--- src/design/gat_mem_macros.svh ---
// GAT memory widths and depths

`ifndef GAT_MEM_MACROS_SVH
`define GAT_MEM_MACROS_SVH

// Weight and feature word
`define GAT_DATA_WIDTH      8

// Sparse H data word holding a value and its column index
`define GAT_COL_IDX_WIDTH   4
`define GAT_H_DATA_WIDTH    (`GAT_DATA_WIDTH + `GAT_COL_IDX_WIDTH)
`define GAT_H_DATA_DEPTH    64
`define GAT_H_DATA_ADDR_W   ($clog2(`GAT_H_DATA_DEPTH))

// Weights
`define GAT_WGT_DEPTH       64
`define GAT_WGT_ADDR_W      ($clog2(`GAT_WGT_DEPTH))

// WH result rows
`define GAT_WH_WIDTH        24
`define GAT_WH_DEPTH        32
`define GAT_WH_ADDR_W       ($clog2(`GAT_WH_DEPTH))

// New features written back by the layers
`define GAT_FEAT_WIDTH      16
`define GAT_FEAT_DEPTH      32
`define GAT_FEAT_ADDR_W     ($clog2(`GAT_FEAT_DEPTH))

// Host register bus
`define GAT_CFG_WIDTH       8

`endif

--- src/design/gat_mem_pkg.sv ---
// GAT memory shared types

`default_nettype none

package gat_mem_pkg;

  // Layer that owns the shared memories
  typedef enum logic [0:0] {
    CONV1 = 1'b0,
    CONV2 = 1'b1
  } gat_layer_e;

  // Host register map
  typedef enum logic [1:0] {
    CFG_LAYER  = 2'd0,
    CFG_STATUS = 2'd1,
    CFG_CLEAR  = 2'd2
  } cfg_addr_e;

endpackage

`default_nettype wire

--- src/design/gat_bram_if.sv ---
// Layer engine result memory port

`default_nettype none

`include "gat_mem_macros.svh"

interface gat_bram_if #(
  parameter int DATA_W = `GAT_WH_WIDTH,
  parameter int ADDR_W = `GAT_WH_ADDR_W
) ();

  logic [DATA_W-1:0] din;
  logic              ena;
  logic [ADDR_W-1:0] addra;
  logic [ADDR_W-1:0] addrb;

  // Layer engine side
  modport engine (output din, ena, addra, addrb);

  // Memory controller side
  modport ctrl (input din, ena, addra, addrb);

endinterface

`default_nettype wire

--- src/design/bram.sv ---
// Single read port block memory

`default_nettype none

`include "gat_mem_macros.svh"

module bram #(
  parameter int DATA_WIDTH = `GAT_DATA_WIDTH,
  parameter int DEPTH      = `GAT_WGT_DEPTH,
  localparam int ADDR_W    = $clog2(DEPTH)
) (
  input  logic                  clk,
  input  logic                  reset,
  input  logic                  ena,
  input  logic                  wea,
  input  logic [DATA_WIDTH-1:0] din,
  input  logic [ADDR_W-1:0]     addra,
  input  logic [ADDR_W-1:0]     addrb,
  output logic [DATA_WIDTH-1:0] dout
);

  logic [DATA_WIDTH-1:0] mem [DEPTH];

  // Write port
  always_ff @(posedge clk) begin
    if (ena && wea) begin
      mem[addra] <= din;
    end
  end

  // Registered read returns old data on a colliding write
  always_ff @(posedge clk) begin
    if (reset) begin
      dout <= '0;
    end else begin
      dout <= mem[addrb];
    end
  end

endmodule

`default_nettype wire

--- src/design/dual_read_bram.sv ---
// Block memory with two read ports

`default_nettype none

`include "gat_mem_macros.svh"

module dual_read_bram #(
  parameter int DATA_WIDTH = `GAT_WH_WIDTH,
  parameter int DEPTH      = `GAT_WH_DEPTH,
  localparam int ADDR_W    = $clog2(DEPTH)
) (
  input  logic                  clk,
  input  logic                  reset,
  input  logic                  ena,
  input  logic [DATA_WIDTH-1:0] din,
  input  logic [ADDR_W-1:0]     addra,
  input  logic [ADDR_W-1:0]     addrb,
  input  logic [ADDR_W-1:0]     addrc,
  output logic [DATA_WIDTH-1:0] doutb,
  output logic [DATA_WIDTH-1:0] doutc
);

  logic [DATA_WIDTH-1:0] mem [DEPTH];

  // Write port from the active layer
  always_ff @(posedge clk) begin
    if (ena) begin
      mem[addra] <= din;
    end
  end

  // Port b serves the layer engine, port c the host
  always_ff @(posedge clk) begin
    if (reset) begin
      doutb <= '0;
      doutc <= '0;
    end else begin
      doutb <= mem[addrb];
      doutc <= mem[addrc];
    end
  end

endmodule

`default_nettype wire

--- src/design/gat_mem_regs.sv ---
// Host configuration registers

`default_nettype none

`include "gat_mem_macros.svh"

module gat_mem_regs (
  input  logic                          clk,
  input  logic                          reset,
  input  logic                          cfg_we,
  input  gat_mem_pkg::cfg_addr_e        cfg_addr,
  input  logic [`GAT_CFG_WIDTH-1:0]     cfg_wdata,
  output logic [`GAT_CFG_WIDTH-1:0]     cfg_rdata,
  input  logic                          h_data_load_done,
  input  logic                          wgt_load_done,
  output gat_mem_pkg::gat_layer_e       gat_layer
);

  logic h_data_done;
  logic wgt_done;
  logic clear_status;

  assign clear_status = cfg_we && (cfg_addr == gat_mem_pkg::CFG_CLEAR);

  // Layer select
  always_ff @(posedge clk) begin
    if (reset) begin
      gat_layer <= gat_mem_pkg::CONV1;
    end else if (cfg_we && (cfg_addr == gat_mem_pkg::CFG_LAYER)) begin
      gat_layer <= gat_mem_pkg::gat_layer_e'(cfg_wdata[0]);
    end
  end

  // Sticky load-done bits where a pulse beats a clear
  always_ff @(posedge clk) begin
    if (reset) begin
      h_data_done <= 1'b0;
      wgt_done    <= 1'b0;
    end else begin
      if (h_data_load_done) begin
        h_data_done <= 1'b1;
      end else if (clear_status) begin
        h_data_done <= 1'b0;
      end
      if (wgt_load_done) begin
        wgt_done <= 1'b1;
      end else if (clear_status) begin
        wgt_done <= 1'b0;
      end
    end
  end

  // Read mux
  always_comb begin
    cfg_rdata = '0;
    case (cfg_addr)
      gat_mem_pkg::CFG_LAYER: begin
        cfg_rdata[0] = gat_layer;
      end
      gat_mem_pkg::CFG_STATUS: begin
        cfg_rdata[2:0] = {h_data_done && wgt_done, wgt_done, h_data_done};
      end
      default: begin
        cfg_rdata = '0;
      end
    endcase
  end

endmodule

`default_nettype wire

--- src/design/memory_controller.sv ---
// Per-layer memory steering

`default_nettype none

`include "gat_mem_macros.svh"

module memory_controller (
  input  logic                            clk,
  input  logic                            reset,
  input  gat_mem_pkg::gat_layer_e         gat_layer,

  // ========================================================================
  // Host load ports
  // ========================================================================
  input  logic [`GAT_H_DATA_WIDTH-1:0]    h_data_din,
  input  logic                            h_data_ena,
  input  logic                            h_data_wea,
  input  logic [`GAT_H_DATA_ADDR_W-1:0]   h_data_addra,
  input  logic [`GAT_DATA_WIDTH-1:0]      wgt_din,
  input  logic                            wgt_ena,
  input  logic                            wgt_wea,
  input  logic [`GAT_WGT_ADDR_W-1:0]      wgt_addra,

  // ========================================================================
  // Layer read ports
  // ========================================================================
  input  logic [`GAT_H_DATA_ADDR_W-1:0]   h_data_addrb_conv1,
  input  logic [`GAT_H_DATA_ADDR_W-1:0]   h_data_addrb_conv2,
  input  logic [`GAT_WGT_ADDR_W-1:0]      wgt_addrb_conv1,
  input  logic [`GAT_WGT_ADDR_W-1:0]      wgt_addrb_conv2,
  output logic [`GAT_H_DATA_WIDTH-1:0]    h_data_dout,
  output logic [`GAT_DATA_WIDTH-1:0]      wgt_dout,

  // Result memories
  gat_bram_if.ctrl                        wh_conv1,
  gat_bram_if.ctrl                        wh_conv2,
  gat_bram_if.ctrl                        feat_conv1,
  gat_bram_if.ctrl                        feat_conv2,
  input  logic [`GAT_WH_ADDR_W-1:0]       wh_addrc,
  output logic [`GAT_WH_WIDTH-1:0]        wh_dout,
  output logic [`GAT_WH_WIDTH-1:0]        wh_doutc,
  output logic [`GAT_FEAT_WIDTH-1:0]      feat_dout
);

  logic [`GAT_H_DATA_ADDR_W-1:0] h_data_addrb;
  logic [`GAT_WGT_ADDR_W-1:0]    wgt_addrb;
  logic [`GAT_WH_WIDTH-1:0]      wh_din;
  logic                          wh_ena;
  logic [`GAT_WH_ADDR_W-1:0]     wh_addra;
  logic [`GAT_WH_ADDR_W-1:0]     wh_addrb;
  logic [`GAT_FEAT_WIDTH-1:0]    feat_din;
  logic                          feat_ena;
  logic [`GAT_FEAT_ADDR_W-1:0]   feat_addra;
  logic [`GAT_FEAT_ADDR_W-1:0]   feat_addrb;

  // Only the selected layer reaches the memories
  always_comb begin
    if (gat_layer == gat_mem_pkg::CONV1) begin
      h_data_addrb = h_data_addrb_conv1;
      wgt_addrb    = wgt_addrb_conv1;
      wh_din       = wh_conv1.din;
      wh_ena       = wh_conv1.ena;
      wh_addra     = wh_conv1.addra;
      wh_addrb     = wh_conv1.addrb;
      feat_din     = feat_conv1.din;
      feat_ena     = feat_conv1.ena;
      feat_addra   = feat_conv1.addra;
      feat_addrb   = feat_conv1.addrb;
    end else begin
      h_data_addrb = h_data_addrb_conv2;
      wgt_addrb    = wgt_addrb_conv2;
      wh_din       = wh_conv2.din;
      wh_ena       = wh_conv2.ena;
      wh_addra     = wh_conv2.addra;
      wh_addrb     = wh_conv2.addrb;
      feat_din     = feat_conv2.din;
      feat_ena     = feat_conv2.ena;
      feat_addra   = feat_conv2.addra;
      feat_addrb   = feat_conv2.addrb;
    end
  end

  // ========================================================================
  // Memory instances
  // ========================================================================
  bram #(
    .DATA_WIDTH (`GAT_H_DATA_WIDTH),
    .DEPTH      (`GAT_H_DATA_DEPTH)
  ) u_h_data_bram (
    .clk   (clk),
    .reset (reset),
    .ena   (h_data_ena),
    .wea   (h_data_wea),
    .din   (h_data_din),
    .addra (h_data_addra),
    .addrb (h_data_addrb),
    .dout  (h_data_dout)
  );

  bram #(
    .DATA_WIDTH (`GAT_DATA_WIDTH),
    .DEPTH      (`GAT_WGT_DEPTH)
  ) u_wgt_bram (
    .clk   (clk),
    .reset (reset),
    .ena   (wgt_ena),
    .wea   (wgt_wea),
    .din   (wgt_din),
    .addra (wgt_addra),
    .addrb (wgt_addrb),
    .dout  (wgt_dout)
  );

  // Host reads WH results on port c
  dual_read_bram #(
    .DATA_WIDTH (`GAT_WH_WIDTH),
    .DEPTH      (`GAT_WH_DEPTH)
  ) u_wh_bram (
    .clk   (clk),
    .reset (reset),
    .ena   (wh_ena),
    .din   (wh_din),
    .addra (wh_addra),
    .addrb (wh_addrb),
    .addrc (wh_addrc),
    .doutb (wh_dout),
    .doutc (wh_doutc)
  );

  // Layer strobe acts as both enable and write enable
  bram #(
    .DATA_WIDTH (`GAT_FEAT_WIDTH),
    .DEPTH      (`GAT_FEAT_DEPTH)
  ) u_feat_bram (
    .clk   (clk),
    .reset (reset),
    .ena   (feat_ena),
    .wea   (feat_ena),
    .din   (feat_din),
    .addra (feat_addra),
    .addrb (feat_addrb),
    .dout  (feat_dout)
  );

endmodule

`default_nettype wire

--- src/design/gat_mem_top.sv ---
// GAT memory subsystem top level

`default_nettype none

`include "gat_mem_macros.svh"

module gat_mem_top (
  input  logic                            clk,
  input  logic                            reset,

  // ========================================================================
  // Host side
  // ========================================================================
  input  logic [`GAT_H_DATA_WIDTH-1:0]    h_data_din,
  input  logic                            h_data_ena,
  input  logic                            h_data_wea,
  input  logic [`GAT_H_DATA_ADDR_W-1:0]   h_data_addra,
  input  logic                            h_data_load_done,
  input  logic [`GAT_DATA_WIDTH-1:0]      wgt_din,
  input  logic                            wgt_ena,
  input  logic                            wgt_wea,
  input  logic [`GAT_WGT_ADDR_W-1:0]      wgt_addra,
  input  logic                            wgt_load_done,
  input  logic [`GAT_WH_ADDR_W-1:0]       wh_addrc,
  output logic [`GAT_WH_WIDTH-1:0]        wh_doutc,
  input  logic                            cfg_we,
  input  logic [1:0]                      cfg_addr,
  input  logic [`GAT_CFG_WIDTH-1:0]       cfg_wdata,
  output logic [`GAT_CFG_WIDTH-1:0]       cfg_rdata,

  // ========================================================================
  // Layer engines
  // ========================================================================
  input  logic [`GAT_H_DATA_ADDR_W-1:0]   h_data_addrb_conv1,
  input  logic [`GAT_H_DATA_ADDR_W-1:0]   h_data_addrb_conv2,
  input  logic [`GAT_WGT_ADDR_W-1:0]      wgt_addrb_conv1,
  input  logic [`GAT_WGT_ADDR_W-1:0]      wgt_addrb_conv2,
  output logic [`GAT_H_DATA_WIDTH-1:0]    h_data_dout,
  output logic [`GAT_DATA_WIDTH-1:0]      wgt_dout,
  input  logic [`GAT_WH_WIDTH-1:0]        wh_din_conv1,
  input  logic                            wh_ena_conv1,
  input  logic [`GAT_WH_ADDR_W-1:0]       wh_addra_conv1,
  input  logic [`GAT_WH_ADDR_W-1:0]       wh_addrb_conv1,
  input  logic [`GAT_WH_WIDTH-1:0]        wh_din_conv2,
  input  logic                            wh_ena_conv2,
  input  logic [`GAT_WH_ADDR_W-1:0]       wh_addra_conv2,
  input  logic [`GAT_WH_ADDR_W-1:0]       wh_addrb_conv2,
  output logic [`GAT_WH_WIDTH-1:0]        wh_dout,
  input  logic [`GAT_FEAT_WIDTH-1:0]      feat_din_conv1,
  input  logic                            feat_ena_conv1,
  input  logic [`GAT_FEAT_ADDR_W-1:0]     feat_addra_conv1,
  input  logic [`GAT_FEAT_ADDR_W-1:0]     feat_addrb_conv1,
  input  logic [`GAT_FEAT_WIDTH-1:0]      feat_din_conv2,
  input  logic                            feat_ena_conv2,
  input  logic [`GAT_FEAT_ADDR_W-1:0]     feat_addra_conv2,
  input  logic [`GAT_FEAT_ADDR_W-1:0]     feat_addrb_conv2,
  output logic [`GAT_FEAT_WIDTH-1:0]      feat_dout
);

  gat_mem_pkg::gat_layer_e gat_layer;

  gat_bram_if #(.DATA_W(`GAT_WH_WIDTH), .ADDR_W(`GAT_WH_ADDR_W)) wh_conv1 ();
  gat_bram_if #(.DATA_W(`GAT_WH_WIDTH), .ADDR_W(`GAT_WH_ADDR_W)) wh_conv2 ();
  gat_bram_if #(.DATA_W(`GAT_FEAT_WIDTH), .ADDR_W(`GAT_FEAT_ADDR_W)) feat_conv1 ();
  gat_bram_if #(.DATA_W(`GAT_FEAT_WIDTH), .ADDR_W(`GAT_FEAT_ADDR_W)) feat_conv2 ();

  // Bundle each layer's result ports
  assign wh_conv1.din     = wh_din_conv1;
  assign wh_conv1.ena     = wh_ena_conv1;
  assign wh_conv1.addra   = wh_addra_conv1;
  assign wh_conv1.addrb   = wh_addrb_conv1;
  assign wh_conv2.din     = wh_din_conv2;
  assign wh_conv2.ena     = wh_ena_conv2;
  assign wh_conv2.addra   = wh_addra_conv2;
  assign wh_conv2.addrb   = wh_addrb_conv2;
  assign feat_conv1.din   = feat_din_conv1;
  assign feat_conv1.ena   = feat_ena_conv1;
  assign feat_conv1.addra = feat_addra_conv1;
  assign feat_conv1.addrb = feat_addrb_conv1;
  assign feat_conv2.din   = feat_din_conv2;
  assign feat_conv2.ena   = feat_ena_conv2;
  assign feat_conv2.addra = feat_addra_conv2;
  assign feat_conv2.addrb = feat_addrb_conv2;

  gat_mem_regs u_regs (
    .clk              (clk),
    .reset            (reset),
    .cfg_we           (cfg_we),
    .cfg_addr         (gat_mem_pkg::cfg_addr_e'(cfg_addr)),
    .cfg_wdata        (cfg_wdata),
    .cfg_rdata        (cfg_rdata),
    .h_data_load_done (h_data_load_done),
    .wgt_load_done    (wgt_load_done),
    .gat_layer        (gat_layer)
  );

  memory_controller u_ctrl (
    .clk                (clk),
    .reset              (reset),
    .gat_layer          (gat_layer),
    .h_data_din         (h_data_din),
    .h_data_ena         (h_data_ena),
    .h_data_wea         (h_data_wea),
    .h_data_addra       (h_data_addra),
    .wgt_din            (wgt_din),
    .wgt_ena            (wgt_ena),
    .wgt_wea            (wgt_wea),
    .wgt_addra          (wgt_addra),
    .h_data_addrb_conv1 (h_data_addrb_conv1),
    .h_data_addrb_conv2 (h_data_addrb_conv2),
    .wgt_addrb_conv1    (wgt_addrb_conv1),
    .wgt_addrb_conv2    (wgt_addrb_conv2),
    .h_data_dout        (h_data_dout),
    .wgt_dout           (wgt_dout),
    .wh_conv1           (wh_conv1),
    .wh_conv2           (wh_conv2),
    .feat_conv1         (feat_conv1),
    .feat_conv2         (feat_conv2),
    .wh_addrc           (wh_addrc),
    .wh_dout            (wh_dout),
    .wh_doutc           (wh_doutc),
    .feat_dout          (feat_dout)
  );

endmodule

`default_nettype wire

--- config.mk ---
export PLATFORM = sky130hd
export DESIGN_NAME = gat_mem_top
export DESIGN_NICKNAME = d
export VERILOG_FILES = /design/src/design/gat_mem_pkg.sv /design/src/design/gat_bram_if.sv /design/src/design/bram.sv /design/src/design/dual_read_bram.sv /design/src/design/gat_mem_regs.sv /design/src/design/memory_controller.sv /design/src/design/gat_mem_top.sv
export VERILOG_INCLUDE_DIRS = /design/src /design/src/design
export SDC_FILE = /design/constraint.sdc
export NUM_CORES = 2
export LEC_CHECK = 0
export BUFFER_PORTS_ARGS = -buffer_cell sky130_fd_sc_hd__buf_2
export CAP_MARGIN = 15
export CORE_MARGIN = 2
export CORE_UTILIZATION = 62
export CTS_CLUSTER_DIAMETER = 100
export DETAILED_ROUTE_END_ITERATION = 8
export PLACE_DENSITY = 0.77
export SYNTH_ARGS = -nofsm -noshare
export SYNTH_HDL_FRONTEND = slang
export SYNTH_SLANG_ARGS = --single-unit
--- constraint.sdc ---
create_clock -name clk -period 5.25 [get_ports clk]
set_input_delay 0.2625 -clock clk [delete_from_list [all_inputs] [get_ports clk]]
set_output_delay 0.2625 -clock clk [all_outputs]
set_load 0.005 [all_outputs]
==> impl_metrics.ini <==
[run_status]
status = finished, violations left
violations_in_the_final_reports = design-rule violations

[clock_network]
cts_setup_buffers = 0
worst_setup_hold_path_clk_slew_ns = 0.06
clk_path_buf_depth = 4
cts-htree-levels = 5
cts_tree = done
clk_latency_ns = 0.93
tritoncts_num_sinks = 2647
clock_tree.root_cell = clkbuf_16
cts_inserted_buffers = 283

[timing]
clock-skew-final_ns = 0.06223
period_minus_slack_ns = 4.142
worst_slew_pin_slew_ns = 1.215
timing.setup.tns_ns = 0
grt_setup_unrepaired = no
setup_viol_count_final = 0
timing.fmax_mhz = 241.4
timing_hold_violations_final = 0
relSlewSlack = 0.1868
postLayoutSetupSlackWorst_ns = 1.108
finalMaxSlewViolations = 0
final_min_period_over_clock_period = 0.7889

[critical_path]
arrival_ns = 4.87
worstSetupStartpointType = register
worst_setup_path_type = register to register
setup.reg_to_reg.worst_slack_ns = 1.11
worstReg2RegStart = u_regs.gat_layer
timing.critical_path.slowest_stage_cell = dfxtp_4
path_buf_inv = 1
end_kind = register
worst-endpoint-required_ns = 5.97
worstRegToRegCells = 7
timing.critical_path.fanout_max = 54
worst_r2r_dst = u_ctrl.u_h_data_bram.dout[11]
cpLargestDelayFamily = simple AND/OR/NAND/NOR gates
path_cells = nand3_1 -> nand2_4 -> buf_4 -> o21ai_0 -> a21o_1 -> nor3_1 -> o22ai_1
crit_path_max_incr_delay_ns = 0.83

[min_path]
hold_end = u_ctrl.u_wgt_bram.mem[42][1]
min_delay_path_depth = 2
hold_start = wgt_din[1]
hold_path_class = primary input to register

[floorplan]
initial_core_util = 0.6221
ios = 296
core_um2 = 178000
placement_rows = 155
design.die.area_um2 = 182000
die_h_um = 426.6
die_boundary_width_um = 426.6

[placed_design]
place.port_buffers = 283
gp_congestion = 0.8836
post_detail_place_hpwl_mm = 173.1
dp_slack_ns = 1.333

[power_and_ir_drop]
power-per-cell-area_nw_per_um2 = 368.0
power.static_leakage_nw = 40.69
ir_worst_vdd_v = 0.0003318
report.power.total_mw = 46.03

[logic_synthesis]
synth.yosys.seq_area_share = 0.7098
post-synth-top-area-fraction = 0.6941
synth.largest_area_cell = edfxtp_1
combined_area_of_all_synthesized_cells_um2 = 110700
synth-seq-cells = 2647
synth-async-reset-ratio = 0
synth_area_per_cell_um2 = 16.23
yosys_warnings = 0
synth-edff-count = 2560
netlist-cell-type-count = 75
syn_inst = 6824
ys_top_cells_by_area = edfxtp_1 69%, mux4_2 11%, nor2_1 2.8%
dominantRegCellSynth = edfxtp_1

[global_route]
grt_start_max_net_pins = 123
grt_remaining_overflow = 0
grt_antenna_before_repair = 15
grt_pass1_vias = 67740
wire_length_of_the_first_global_routing_pass_mm = 443.5
total_global_route_track_usage = 0.3338

[drt]
met3_wirelength_mm = 37.24
routedWlPerCell_um = 31.30
drtPass1Iterations = 9
final_antenna_net_count = 0
initialDrtViolationCount = 11550
max_layer_used = met5
finalWirelength_mm = 306.6
wl_met1_mm = 105.7
via_count = 69470
avgViaCountPerCell = 7.091
post-route-drc-count = 2
dr_wl_met2_mm = 146.3

[layout]
drive_gt1_frac = 0.2293
finalNetCount = 7438
area_growth_syn_to_layout_pct = 12.94
n_fill_cell = 10710

[flow_run]
maxCapViolations = 0
-- per-stage QoR --
stage	hold slack (ns)	area, um2	util	instances
global route	0.02161	125100	0.7025	9794
CTS	0.008883	124600	0.6997	9749
global placement	0.4589	115800	0.6503	9247
finish	0.03571	125100	0.7026	9797
detailed placement	0.4804	115800	0.6505	9251
floorplan	0.3614	110800	-	6828
-- power breakdown --
group	internal (mW)	switching, mW	leakage, nW
Clock	11.0	7.88	4.21
Sequential	23.4	0.0995	23.8
Combinational	1.28	2.35	12.7
Total	35.7	10.3	40.7
-- metal layers --
layer	up-vias	track usage
met4	4	0.1705
met2	5748	0.5231
met3	1069	0.07507
met5	-	0
met1	34640	0.4456
li1	28010	-
-- worst register-to-register path, stage by stage (launching register included) --
cell and delay, ns:
dfxtp_4 0.83, nand3_1 0.51, nand2_4 0.79, buf_4 0.41
o21ai_0 0.16, a21o_1 0.22, nor3_1 0.78, o22ai_1 0.26
-- Yosys cell counts, types with 13 or more instances --
cell type	count
a22oi_1	46
a221oi_1	13
o21ai_0	258
dfxtp_1	87
o2111ai_1	19
nand2_1	495
mux4_2	562
o21bai_1	28
a21oi_1	265
inv_1	34
a211oi_1	106
and3_1	22
nor2_1	836
nand2b_1	60
nor4_1	47
buf_1	65
a211o_1	16
mux2_2	124
mux2i_1	131
o211ai_1	74
a31oi_1	50
nand3_1	111
nor2b_1	15
o22ai_1	100
nor3_1	65
buf_2	126
o221ai_1	56
edfxtp_1	2560
nand4_1	20
clkbuf_1	245
-- worst max path at each step --
stage                                start                       endpoint  slack [ns]  depth (start not counted)
after floorplan           u_regs.gat_layer     u_ctrl.u_wh_bram.mem[2][0]        1.58                         10
final                     u_regs.gat_layer  u_ctrl.u_h_data_bram.dout[11]        1.11                          7
after global placement    u_regs.gat_layer     u_ctrl.u_wh_bram.doutb[19]        1.38                          7
after global routing      u_regs.gat_layer  u_ctrl.u_h_data_bram.dout[11]        1.07                          7
after detailed placement  u_regs.gat_layer     u_ctrl.u_wh_bram.doutb[19]        1.33                          7
after CTS                 u_regs.gat_layer     u_ctrl.u_wh_bram.doutb[19]        1.29                          7
-- registers in the layout (all words and copies together) (netlist names) --
signal	flops
u_ctrl.u_feat_bram.dout	16
u_ctrl.u_feat_bram.mem	512
u_ctrl.u_h_data_bram.dout	12
u_ctrl.u_h_data_bram.mem	768
u_ctrl.u_wgt_bram.dout	8
u_ctrl.u_wgt_bram.mem	512
u_ctrl.u_wh_bram.doutb	24
u_ctrl.u_wh_bram.doutc	24
u_ctrl.u_wh_bram.mem	768
u_regs.gat_layer	1
u_regs.h_data_done	1
u_regs.wgt_done	1
-- layout by cell type, fill, tap and decap left out, drive strengths merged, types with 16 or more instances in the layout --
cell type	n
a211o	16
a211oi	106
a21oi	265
a22oi	46
a31oi	50
and3	22
buf	544
bufinv	16
clkbuf	371
clkinv	87
dfxtp	87
dlygate4sd3	25
edfxtp	2560
inv	42
mux2	125
mux2i	131
mux4	562
nand2	495
nand2b	60
nand3	111
nand4	20
nor2	836
nor3	65
nor4	47
o2111ai	19
o211ai	74
o21ai	259
o21bai	28
o221ai	56
o22ai	101
-- timing repair --
| action | in CTS | in global routing |
|---|---|---|
| endpoints found under the hold margin | 20 | 423 |
| setup endpoints to repair | 0 | 0 |
| resized for setup | 0 | 0 |
| hold buffers | 15 | 10 |
-- logic make-up after synthesis --
group / count (synthesis) / share of synthesized area
mux: 818 / 0.1389
compound gates: 1155 / 0.06747
simple gates: 1717 / 0.06540
flops: 2647 / 0.7098
buf+inv: 486 / 0.01838
other cells: 1 / 0.00003386
-- final cells by class --
cell class	instances	area, um2	share of cell area
Tap cell	2355	2947	0.02356
Clock inverter	113	943.4	0.007542
Timing Repair Buffer	570	4085	0.03266
Clock buffer	370	7654	0.06119
Multi-Input combinational cell	3695	30670	0.2452
Inverter	37	138.9	0.001110
Antenna cell	10	25.02	0.0002001
Sequential cell	2647	78620	0.6285
(Power assumes the default switching activity.)
